File: config.mk
export PLATFORM = sky130hd
export DESIGN_NAME = exec_units
export DESIGN_NICKNAME = d
export VERILOG_FILES = /design/src/hw/isa_pkg.sv /design/src/hw/exec_units.sv
export VERILOG_INCLUDE_DIRS = /design/src /design/src/hw
export SDC_FILE = /design/constraint.sdc
export NUM_CORES = 1
export LEC_CHECK = 0
export BUFFER_PORTS_ARGS = -buffer_cell sky130_fd_sc_hd__buf_2
export CAP_MARGIN = 20
export CELL_PAD_IN_SITES_DETAIL_PLACEMENT = 1
export CELL_PAD_IN_SITES_GLOBAL_PLACEMENT = 1
export CORE_UTILIZATION = 36
export CTS_CLUSTER_SIZE = 30
export DETAILED_ROUTE_END_ITERATION = 12
export PLACE_DENSITY_LB_ADDON = 0.1
export REMOVE_ABC_BUFFERS = 1
export SETUP_SLACK_MARGIN = 0.02
export SKIP_CTS_REPAIR_TIMING = 1
export SLEW_MARGIN = 5
export SYNTH_ARGS = -nofsm -noshare
export SYNTH_HDL_FRONTEND = slang
export SYNTH_SLANG_ARGS = --single-unit
File: constraint.sdc
create_clock -name clock -period 7.52 [get_ports clock]
set_clock_uncertainty 0.05 [all_clocks]
set_input_delay 0.376 -clock clock [delete_from_list [all_inputs] [get_ports clock]]
set_output_delay 0.376 -clock clock [all_outputs]
set_load 0.02 [all_outputs]
File: src/hw/rs_params.svh
`ifndef RS_PARAMS_SVH
`define RS_PARAMS_SVH

// station depth and dispatch lanes per cycle
`define RS_SIZE 8
`define DISPATCH_WIDTH 2

// functional units, one bus lane each
`define NUM_FU 2

// physical tags and operand width
`define PREG_BITS 6
`define NUM_PREGS 64
`define DATA_BITS 16

// entry index, and counter wide enough to hold RS_SIZE itself
`define RS_IDX_BITS 3
`define RS_CNT_BITS 4

`endif

File: src/hw/isa_pkg.sv
`default_nettype none

package isa_pkg;

	// alu opcodes, already decoded upstream
	typedef enum logic [2:0] {
		op_add,
		op_sub,
		op_and,
		op_or,
		op_xor
	} opcode_t;

	// unit class doubles as the unit / bus lane number
	typedef enum logic {
		fu_arith,
		fu_logic
	} fu_class_t;

	// add and sub on unit 0, bitwise ops on unit 1
	function automatic fu_class_t fu_of(input opcode_t op);
		case (op)
			op_add, op_sub: return fu_arith;
			default: return fu_logic;
		endcase
	endfunction

endpackage

`default_nettype wire

File: src/hw/exec_units.sv
`default_nettype none
`include "rs_params.svh"

module exec_units
	import isa_pkg::*;
(
	input logic clock,
	input logic reset,
	input logic [`NUM_FU-1:0] iss_valid,
	input opcode_t [`NUM_FU-1:0] iss_opcode,
	input logic [`NUM_FU-1:0][`PREG_BITS-1:0] iss_dest,
	input logic [`NUM_FU-1:0][`DATA_BITS-1:0] iss_a,
	input logic [`NUM_FU-1:0][`DATA_BITS-1:0] iss_b,
	output logic [`NUM_FU-1:0] cdb_valid,
	output logic [`NUM_FU-1:0][`PREG_BITS-1:0] cdb_tag,
	output logic [`NUM_FU-1:0][`DATA_BITS-1:0] cdb_value
);

	logic [`NUM_FU-1:0][`DATA_BITS-1:0] alu_result;

	////////////////////////////////////////////////////////////
	// unit 0, add and sub
	////////////////////////////////////////////////////////////

	// wraps modulo 2^DATA_BITS
	always_comb begin
		case (iss_opcode[fu_arith])
			op_add:  alu_result[fu_arith] = iss_a[fu_arith] + iss_b[fu_arith];
			op_sub:  alu_result[fu_arith] = iss_a[fu_arith] - iss_b[fu_arith];
			default: alu_result[fu_arith] = '0;
		endcase
	end

	////////////////////////////////////////////////////////////
	// unit 1, bitwise ops
	////////////////////////////////////////////////////////////

	always_comb begin
		case (iss_opcode[fu_logic])
			op_and:  alu_result[fu_logic] = iss_a[fu_logic] & iss_b[fu_logic];
			op_or:   alu_result[fu_logic] = iss_a[fu_logic] | iss_b[fu_logic];
			op_xor:  alu_result[fu_logic] = iss_a[fu_logic] ^ iss_b[fu_logic];
			default: alu_result[fu_logic] = '0;
		endcase
	end

	// one bus lane per unit, result a cycle after issue
	always_ff @(posedge clock) begin
		if (reset)
			cdb_valid <= '0;
		else
			cdb_valid <= iss_valid;
	end

	always_ff @(posedge clock) begin
		cdb_tag   <= iss_dest;
		cdb_value <= alu_result;
	end

endmodule

`default_nettype wire

==> reports/results.ini, run 1 <==
[sta]
rsz0062_at_grt=no
slew_viol_final=0
fin_crit_ps=3140
hold_violations=0
whs_ps=122
tightest_slew_ps=601
slew_headroom_pct=59.9
fmax_mhz=319
fin_tns_setup_ps=0
period_share_pct=41.7
setup_violations=0

[global_route]
grt_util_met2_pct=31.7
grt_max_degree=31
grt_use_met3_pct=3.65
gr-usage-met1_pct=24.4
grt_pass1_vias=2694
antenna_found_initial=0
grt_overflow_total=0
grt_pass1_wl_mm=12.5
grtUsageTotal_pct=18.7
top_usage_layer=met2

[clock_network]
clk_pin_slew_ps=90
clkSinkCount=46
cts_buffers=5
htreeDepth=2
cts_tree=yes
clock-root-buffer=clkbuf_8
cts_buffer_depth=2

[route]
wirelength_mm=7.70
drt_iter0_drc=44
drtAntennaViolNets=0
drc=0
num_vias=2734
dr.pass1.iters=4
wl_per_cell_um=13.7
avgViaCountPerCell=4.86

[floorplanning]
die_width_um=91.8
io_pins=132
die-area_sq_um=8430
placementRows=32
dieHeight_um=91.8
start_util_pct=37.4
core_sq_um=7770

[yosys]
synth_top_area_share_pct=31.7
synth.distinct_cells=40
ys_seq_area_share_pct=31.7
synth-edff-count=0
synth_seq_cells=46
synthTopCellsByArea=dfxtp_1 32%, ha_1 21%, xnor2_1 5.7%, a21oi_1 5.5%, inv_1 5.3%
syn_inst=329
async_flop_share_pct=0
synth_flop_cell=dfxtp_1
synth.avg_cell_area_sq_um=8.82
yosysTopAreaCell=dfxtp_1
yosysWarnings=0
synth_area_sq_um=2900

[status]
outcome=complete, no violations

[critical_path]
path_class=input pin to register
start_kind=input pin
required_ps=7650
path_max_fanout=12
cp-end-kind=register
arrival_ps=3270

[finish]
num_antenna_cells=0
drive_gt1_share_pct=31.9
area_growth_pct=29.9
fin_nets=595
utilization_pct=48.6
final_cell_count_no_fill=563

[place]
place_hpwl_mm=6.41
placed_cells=554
port-buffer-count=131
gp_congestion=0.812

[pwr]
vdd_drop_max_uv=81.3
power.density_nw_per_um2=172
p_leak_nw=2.03

[worst_hold_path]
hold_path_class=input pin to register

[job]
drv_cap=0

metrics by stage:
stage	setup WS [ps]	cell area [sq um]	total power, W
floorplan	4800	2870	0.000413
global placement	4160	3660	0.000487
detailed placement	4030	3660	0.000494
CTS	4350	3760	0.000657
global route	4170	3770	0.000694
finish	4380	3770	0.000647
layer usage:
metal	part of all wire, %	up-vias
li1	-	1375
met1	47	1255
met2	46	98
met3	6.0	6
met4	1.1	0
met5	0	-
state kept, by name (all words and copies together), names as in the netlist:
signal	flops
cdb_value	32
cdb_valid	2
cdb_tag	12
final timing paths:
check	start	end	slack, ps	cells after the start
setup / recovery	iss_opcode[2]	cdb_value[12]	4380	12
hold / removal	iss_dest[0]	cdb_tag[0]	120	1
Yosys cell counts (2+ instances only):
master / count
dfxtp_1: 46
nor2_1: 39
and2_1: 3
xor2_1: 8
nor3b_1: 2
ha_1: 48
nand2_1: 10
o211ai_1: 2
o21ai_0: 8
a21oi_1: 32
o21bai_1: 2
nand3b_1: 2
nor2b_1: 4
clkbuf_1: 8
a22o_1: 16
a21o_1: 6
a31oi_1: 4
inv_1: 41
mux2i_1: 5
xnor2_1: 19
nor3_1: 5
cell type report:
| type | instances | area, sq um |
|---|---|---|
| Inverter | 41 | 154 |
| Tap cell | 102 | 128 |
| Sequential cell | 46 | 921 |
| Fill cell | 985 | 4000 |
| Clock inverter | 2 | 12.5 |
| Multi-Input combinational cell | 233 | 1800 |
| Timing Repair Buffer | 133 | 674 |
| Clock buffer | 6 | 82.6 |
where the power goes:
group | switching (W) | internal (W)
logic | 0.000127 | 0.0000925
clock network | 0.0000864 | 0.0000740
registers | 0.00000436 | 0.000263
total | 0.000218 | 0.000429
placed cells by master, fill, tap and decap left out, drive strengths merged, types with 2 or more instances in the layout:
| cell type | n |
|---|---|
| nor2 | 39 |
| xnor2 | 19 |
| a21o | 6 |
| clkbuf | 6 |
| a21oi | 32 |
| o21ai | 8 |
| nor3 | 5 |
| mux2i | 5 |
| nand3b | 2 |
| nand2 | 10 |
| nor3b | 2 |
| dfxtp | 46 |
| xor2 | 8 |
| inv | 41 |
| nor2b | 4 |
| and2 | 3 |
| a31oi | 4 |
| a22o | 16 |
| ha | 48 |
| o211ai | 2 |
| buf | 133 |
| o21bai | 2 |
critical path: stages:
cell and delay [ps]:
buf_2 100, nor2_1 440, and2_1 480, nor2_1 110, xnor2_1 140, ha_1 360, a21o_1 240, a311oi_2 350
nor3_1 110, a211oi_1 290, or4b_1 180, o211ai_1 80
logic make-up (layout without fill, tap and decap cells):
kind of cell,count (synthesis),in the layout,synth area share [%]
xor gates and xnor gates,27,27,8.15
DFF,46,46,31.7
muxes,5,5,1.72
and+or+nand+nor,76,76,13.2
adders and majority gates,49,49,21.4
buffers and inverters,50,182,6.47
AOI/OAI and AO/OA,76,76,17.4
Power figures use the tool's default switching activity.
==> inputs of run 2 (changes only) <==
--- a/config.mk
+++ b/config.mk
@@ -6,11 +6,12 @@
 export SDC_FILE = /design/constraint.sdc
 export NUM_CORES = 1
 export LEC_CHECK = 0
+export ABC_AREA = 1
 export BUFFER_PORTS_ARGS = -buffer_cell sky130_fd_sc_hd__buf_2
 export CAP_MARGIN = 20
 export CELL_PAD_IN_SITES_DETAIL_PLACEMENT = 1
 export CELL_PAD_IN_SITES_GLOBAL_PLACEMENT = 1
-export CORE_UTILIZATION = 36
+export CORE_UTILIZATION = 30
 export CTS_CLUSTER_SIZE = 30
 export DETAILED_ROUTE_END_ITERATION = 12
 export PLACE_DENSITY_LB_ADDON = 0.1
==> constraint.sdc (replaced) <==
create_clock -name clock -period 2.7 [get_ports clock]
set_clock_uncertainty 0.05 [all_clocks]
set_input_delay 0.135 -clock clock [delete_from_list [all_inputs] [get_ports clock]]
set_output_delay 0.135 -clock clock [all_outputs]
set_load 0.02 [all_outputs]
==> run 2 against run 1 <==
Clock power rose to 2.8 times the previous value. Non-clock buffer count up 14. Setup slack worse by 3800 ps. Global-route usage down 2.5 points. Critical endpoint is now cdb_value[13]. Core utilization down 7.0 points.
==> reports/results.ini, run 2 <==
[finish]
fill_cells=1296
top_register=cdb_value
largest_reg_flops=32
multiInputGateArea_sq_um=1820
final_cell_count_no_fill=698
final_cell_mix=131 x buf_2, 105 x nand2_1, 76 x inv_1
largestRegisters=cdb_value (32), cdb_tag (12), cdb_valid (2)
area_growth_pct=33.4
seq_area_sq_um=921
num_antenna_cells=0
final_common_cell=buf_2
fin_nets=699
drive_gt1_share_pct=26.7

[critical_path]
arrival_ps=2280
path_class=input pin to register
cp-end-kind=register
start_kind=input pin
required_ps=2840
path_max_fanout=6

[route]
drc=0
wl_per_cell_um=12.5
avgViaCountPerCell=4.44
wirelength_mm=8.73
dr.pass1.iters=4
num_vias=3101
drtAntennaViolNets=0
drt_iter0_drc=75

[sta]
fin_tns_setup_ps=0
period_share_pct=79.2
tightest_slew_ps=745
rsz0062_at_grt=no
slew_viol_final=0
fin_crit_ps=2140
setup_violations=0
slew_headroom_pct=50.3
hold_violations=0
fmax_mhz=468

[yosys]
synth_flop_cell=dfxtp_1
syn_inst=417
synthTopCellsByCount=105 x nand2_1, 76 x inv_1, 48 x ha_1
async_flop_share_pct=0
synth_area_sq_um=3070
synth_most_common_cell=nand2_1
synth.avg_cell_area_sq_um=7.37
synth_top_area_share_pct=30.0
synth_seq_cells=46
synth-edff-count=0
synthTopCellsByArea=dfxtp_1 30%, ha_1 20%, nand2_1 13%, inv_1 9.3%, nor2_1 4.4%
ys_seq_area_share_pct=30.0
yosysWarnings=0
synth.distinct_cells=31
yosysTopAreaCell=dfxtp_1

[clock_network]
cts_buffer_depth=2
cts_tree=yes
clk_pin_slew_ps=100
cts_buffers=5
clkSinkCount=46
clock-root-buffer=clkbuf_8
htreeDepth=2

[place]
placed_cells=675
gp_congestion=0.817
place_hpwl_mm=6.98
port-buffer-count=131

[job]
drv_cap=0

[floorplanning]
dieHeight_um=103
start_util_pct=31.2
core_sq_um=9860
io_pins=132
die-area_sq_um=10700
placementRows=36
die_width_um=103

[global_route]
antenna_found_initial=0
grt_pass1_vias=3048
grt_pass1_wl_mm=13.5
grtUsageTotal_pct=16.2
grt_overflow_total=0
grt_max_degree=19

[pwr]
vdd_drop_max_uv=195
p_leak_nw=2.30
power.density_nw_per_um2=436

[worst_hold_path]
hold_path_class=input pin to register

[status]
outcome=complete, no violations

-- run 2: changes by cell type after synthesis, moves of 7 or more --
cell	change
a21oi_1	-11
nand2_1	+95
xnor2_1	-12
a22o_1	-16
nand3_1	+14
clkbuf_1	-7
o311ai_1	+10
inv_1	+35
-- run 2: final timing paths --
check	startpoint	end	slack [ps]	cells after the start
setup / recovery	iss_b[0]	cdb_value[13]	560	16
hold / removal	iss_b[0]	cdb_value[0]	70	3
-- run 2: final cells by class --
type / count / share of cell area, %
clock buffer: 5 / 1.68
multi-input combinational: 287 / 44.3
inverter: 77 / 7.05
clock inverter: 3 / 0.611
tap: 133 / 4.06
timing repair buffer: 147 / 19.8
sequential: 46 / 22.5
-- run 2: logic make-up (layout without fill, tap and decap cells) --
kind of cell | after synthesis | in the layout | synth area share (%)
xor gates and xnor gates | 15 | 15 | 4.28
adders and majority gates | 49 | 49 | 20.2
and+or+nand+nor | 167 | 167 | 22.9
AOI/OAI and AO/OA | 56 | 56 | 11.7
buffers and inverters | 84 | 232 | 11.0
DFF | 46 | 46 | 30.0
-- run 2: worst max-delay path, stage by stage --
cell and delay, ps:
buf_2 110, inv_1 70, ha_1 160, nand2_1 100, nor2_2 140, nand2_1 90
o21ai_2 160, xor2_1 160, inv_1 50, ha_1 340, a21oi_1 330, o21bai_1 100
nor2_1 150, nand3_1 90, nand2_1 60, nor2_1 30
-- run 2: metal layers --
layer  GRT usage, %  part of all wire (%)
met1           20.6                    46
met2           28.3                    48
met3           3.23                   4.8
met4           3.79                  0.91
met5              0                     0
-- run 2: stage by stage --
step	hold WS, ps	util [%]	instance area, sq um	worst slack (ps)	total power (W)
2_1_floorplan	113	-	3030	645	0.00112
3_3_place_gp	188	39.1	3850	292	0.00133
3_5_place_dp	190	39.1	3850	224	0.00134
4_1_cts	-134	40.0	3950	544	0.00181
5_1_grt	66.5	41.6	4100	294	0.00194
6_report	65.5	41.6	4100	563	0.00179
-- run 2: where the power goes --
group          total (W)  switching (W)  internal, W
clock network   0.000452       0.000264     0.000187
logic           0.000594       0.000363     0.000230
registers       0.000742      0.0000125     0.000729
==> inputs of run 3 (changes only) <==
--- a/config.mk
+++ b/config.mk
@@ -6,12 +6,12 @@
 export SDC_FILE = /design/constraint.sdc
 export NUM_CORES = 1
 export LEC_CHECK = 0
-export ABC_AREA = 1
+export ABC_AREA = 0
 export BUFFER_PORTS_ARGS = -buffer_cell sky130_fd_sc_hd__buf_2
 export CAP_MARGIN = 20
 export CELL_PAD_IN_SITES_DETAIL_PLACEMENT = 1
 export CELL_PAD_IN_SITES_GLOBAL_PLACEMENT = 1
-export CORE_UTILIZATION = 30
+export CORE_UTILIZATION = 34
 export CTS_CLUSTER_SIZE = 30
 export DETAILED_ROUTE_END_ITERATION = 12
 export PLACE_DENSITY_LB_ADDON = 0.1
==> constraint.sdc (replaced) <==
create_clock -name clock -period 2.09 [get_ports clock]
set_clock_uncertainty 0.05 [all_clocks]
set_input_delay 0.1045 -clock clock [delete_from_list [all_inputs] [get_ports clock]]
set_output_delay 0.1045 -clock clock [all_outputs]
set_load 0.02 [all_outputs]
==> run 3 against run 2 <==
The run now ends with negative setup slack left. Total power rose by 46%. Clock power grew 25%. Setup slack worse by 720 ps. Sequential share of layout area decreased by 2.6 points. Via count is 2.1% lower. Largest power group is now combinational logic. Clock-buffer cell count unchanged. Non-clock buffer count up 66. Global-route usage grew 1.9 points. Highest routed layer unchanged. Critical path depth shrank 4. Die area is 16% lower. Critical endpoint is now cdb_value[14]. Hold slack gained 51 ps.
==> reports/results.ini, run 3 (synthesis results as in run 1) <==
[critical_path]
cp-end-kind=register
arrival_ps=2380
crit_top_cell=xnor2_1
path_class=input pin to register
required_ps=2230
cp_slowest_cell=ha_1
start_kind=input pin
crit_path_cell_trace=buf_4, nor3_2, and3b_2, a31oi_1, xnor2_1, ha_1, and2_4, and3_1, a221o_1, a21o_1, xnor2_1, nor2_1
path_max_fanout=4
worst-path-buf-inv=1
crit_family=simple AND/OR/NAND/NOR gates
max_stage_delay_ps=310

[clock_network]
clk_pin_slew_ps=90
cts_tree=yes
clkSinkCount=46
htreeDepth=2
cts_buffers=5
clock-root-buffer=clkbuf_8
cts_buffer_depth=2

[sta]
setup_violations=6
fin_crit_ps=2240
rsz0062_at_grt=yes
hold_violations=0
slew_viol_final=0
period_share_pct=107
whs_ps=116
fmax_mhz=446
slew_headroom_pct=57.2
setup_ws_ps=-153
tightest_slew_ps=640

[floorplanning]
die-area_sq_um=8910
die_width_um=94.4
io_pins=132
start_util_pct=35.2
core_sq_um=8260
dieHeight_um=94.4
placementRows=33

[global_route]
antenna_found_initial=0
grt_pass1_vias=2901
grtUsageTotal_pct=18.1
grt_overflow_total=0
grt_pass1_wl_mm=12.7
grt_max_degree=30

[route]
dr.pass1.iters=4
drt_iter0_drc=41
drtAntennaViolNets=0
avgViaCountPerCell=4.70
drc=0
num_vias=3037
wirelength_mm=8.79
wl_per_cell_um=13.6

[place]
port-buffer-count=131
place_hpwl_mm=6.74
gp_congestion=0.785

[finish]
final_cell_mix=128 x buf_2, 65 x buf_4, 47 x ha_1
num_antenna_cells=0
utilization_pct=56.1
drive_gt1_share_pct=46.4
top_register=cdb_value
area_growth_pct=59.5
final_common_cell=buf_2
largestRegisters=cdb_value (32), cdb_tag (12), cdb_valid (2)
fin_nets=675
largest_reg_flops=32

[pwr]
power.density_nw_per_um2=565
p_leak_nw=2.46
vdd_drop_max_uv=281
total_power_w=0.00261

[status]
violations=negative setup slack
outcome=finished, violations left

[job]
drv_cap=0

[worst_hold_path]
hold_path_class=input pin to register

## run 3: area by class of cell
| cell class | count | area (sq um) |
|---|---|---|
| clock inverters | 3 | 25.0 |
| multi-input cells | 233 | 1990 |
| repair buffers | 213 | 1340 |
| flip-flops and latches | 46 | 921 |
| inverters | 41 | 156 |
| fillers | 1030 | 3630 |
| clock buffers | 5 | 68.8 |
| well taps | 105 | 131 |
## run 3: layer usage
metal	wire, um	track usage, %	up-vias
li1	-	-	1540
met1	3450	19.6	1412
met2	4870	36.1	81
met3	405	2.90	4
met4	70	4.23	0
met5	0	0	-
## run 3: where the power goes
group / internal, W / switching, W / total [W]
Combinational: 0.000534 / 0.000552 / 0.00109
Sequential: 0.000946 / 0.0000165 / 0.000962
Clock: 0.000242 / 0.000324 / 0.000566
Total: 0.00172 / 0.000893 / 0.00261
## run 3: worst paths after layout
| check | depth (start not counted) | endpoint | slack, ps | startpoint |
|---|---|---|---|---|
| worst max-delay path | 12 | cdb_value[14] | -150 | iss_b[1] |
| worst min-delay path | 4 | cdb_value[0] | 120 | iss_a[0] |
## run 3: through the flow
stage / instances / instance area (sq um) / TNS (ps) / setup WS (ps)
after detailed placement: 615 / 4100 / -4540 / -581
final: 646 / 4630 / -733 / -153
after global routing: 646 / 4630 / -1840 / -313
after floorplan: 320 / 2870 / -1590 / -359
after global placement: 615 / 4100 / -3950 / -506
after CTS: 623 / 4200 / -1170 / -255
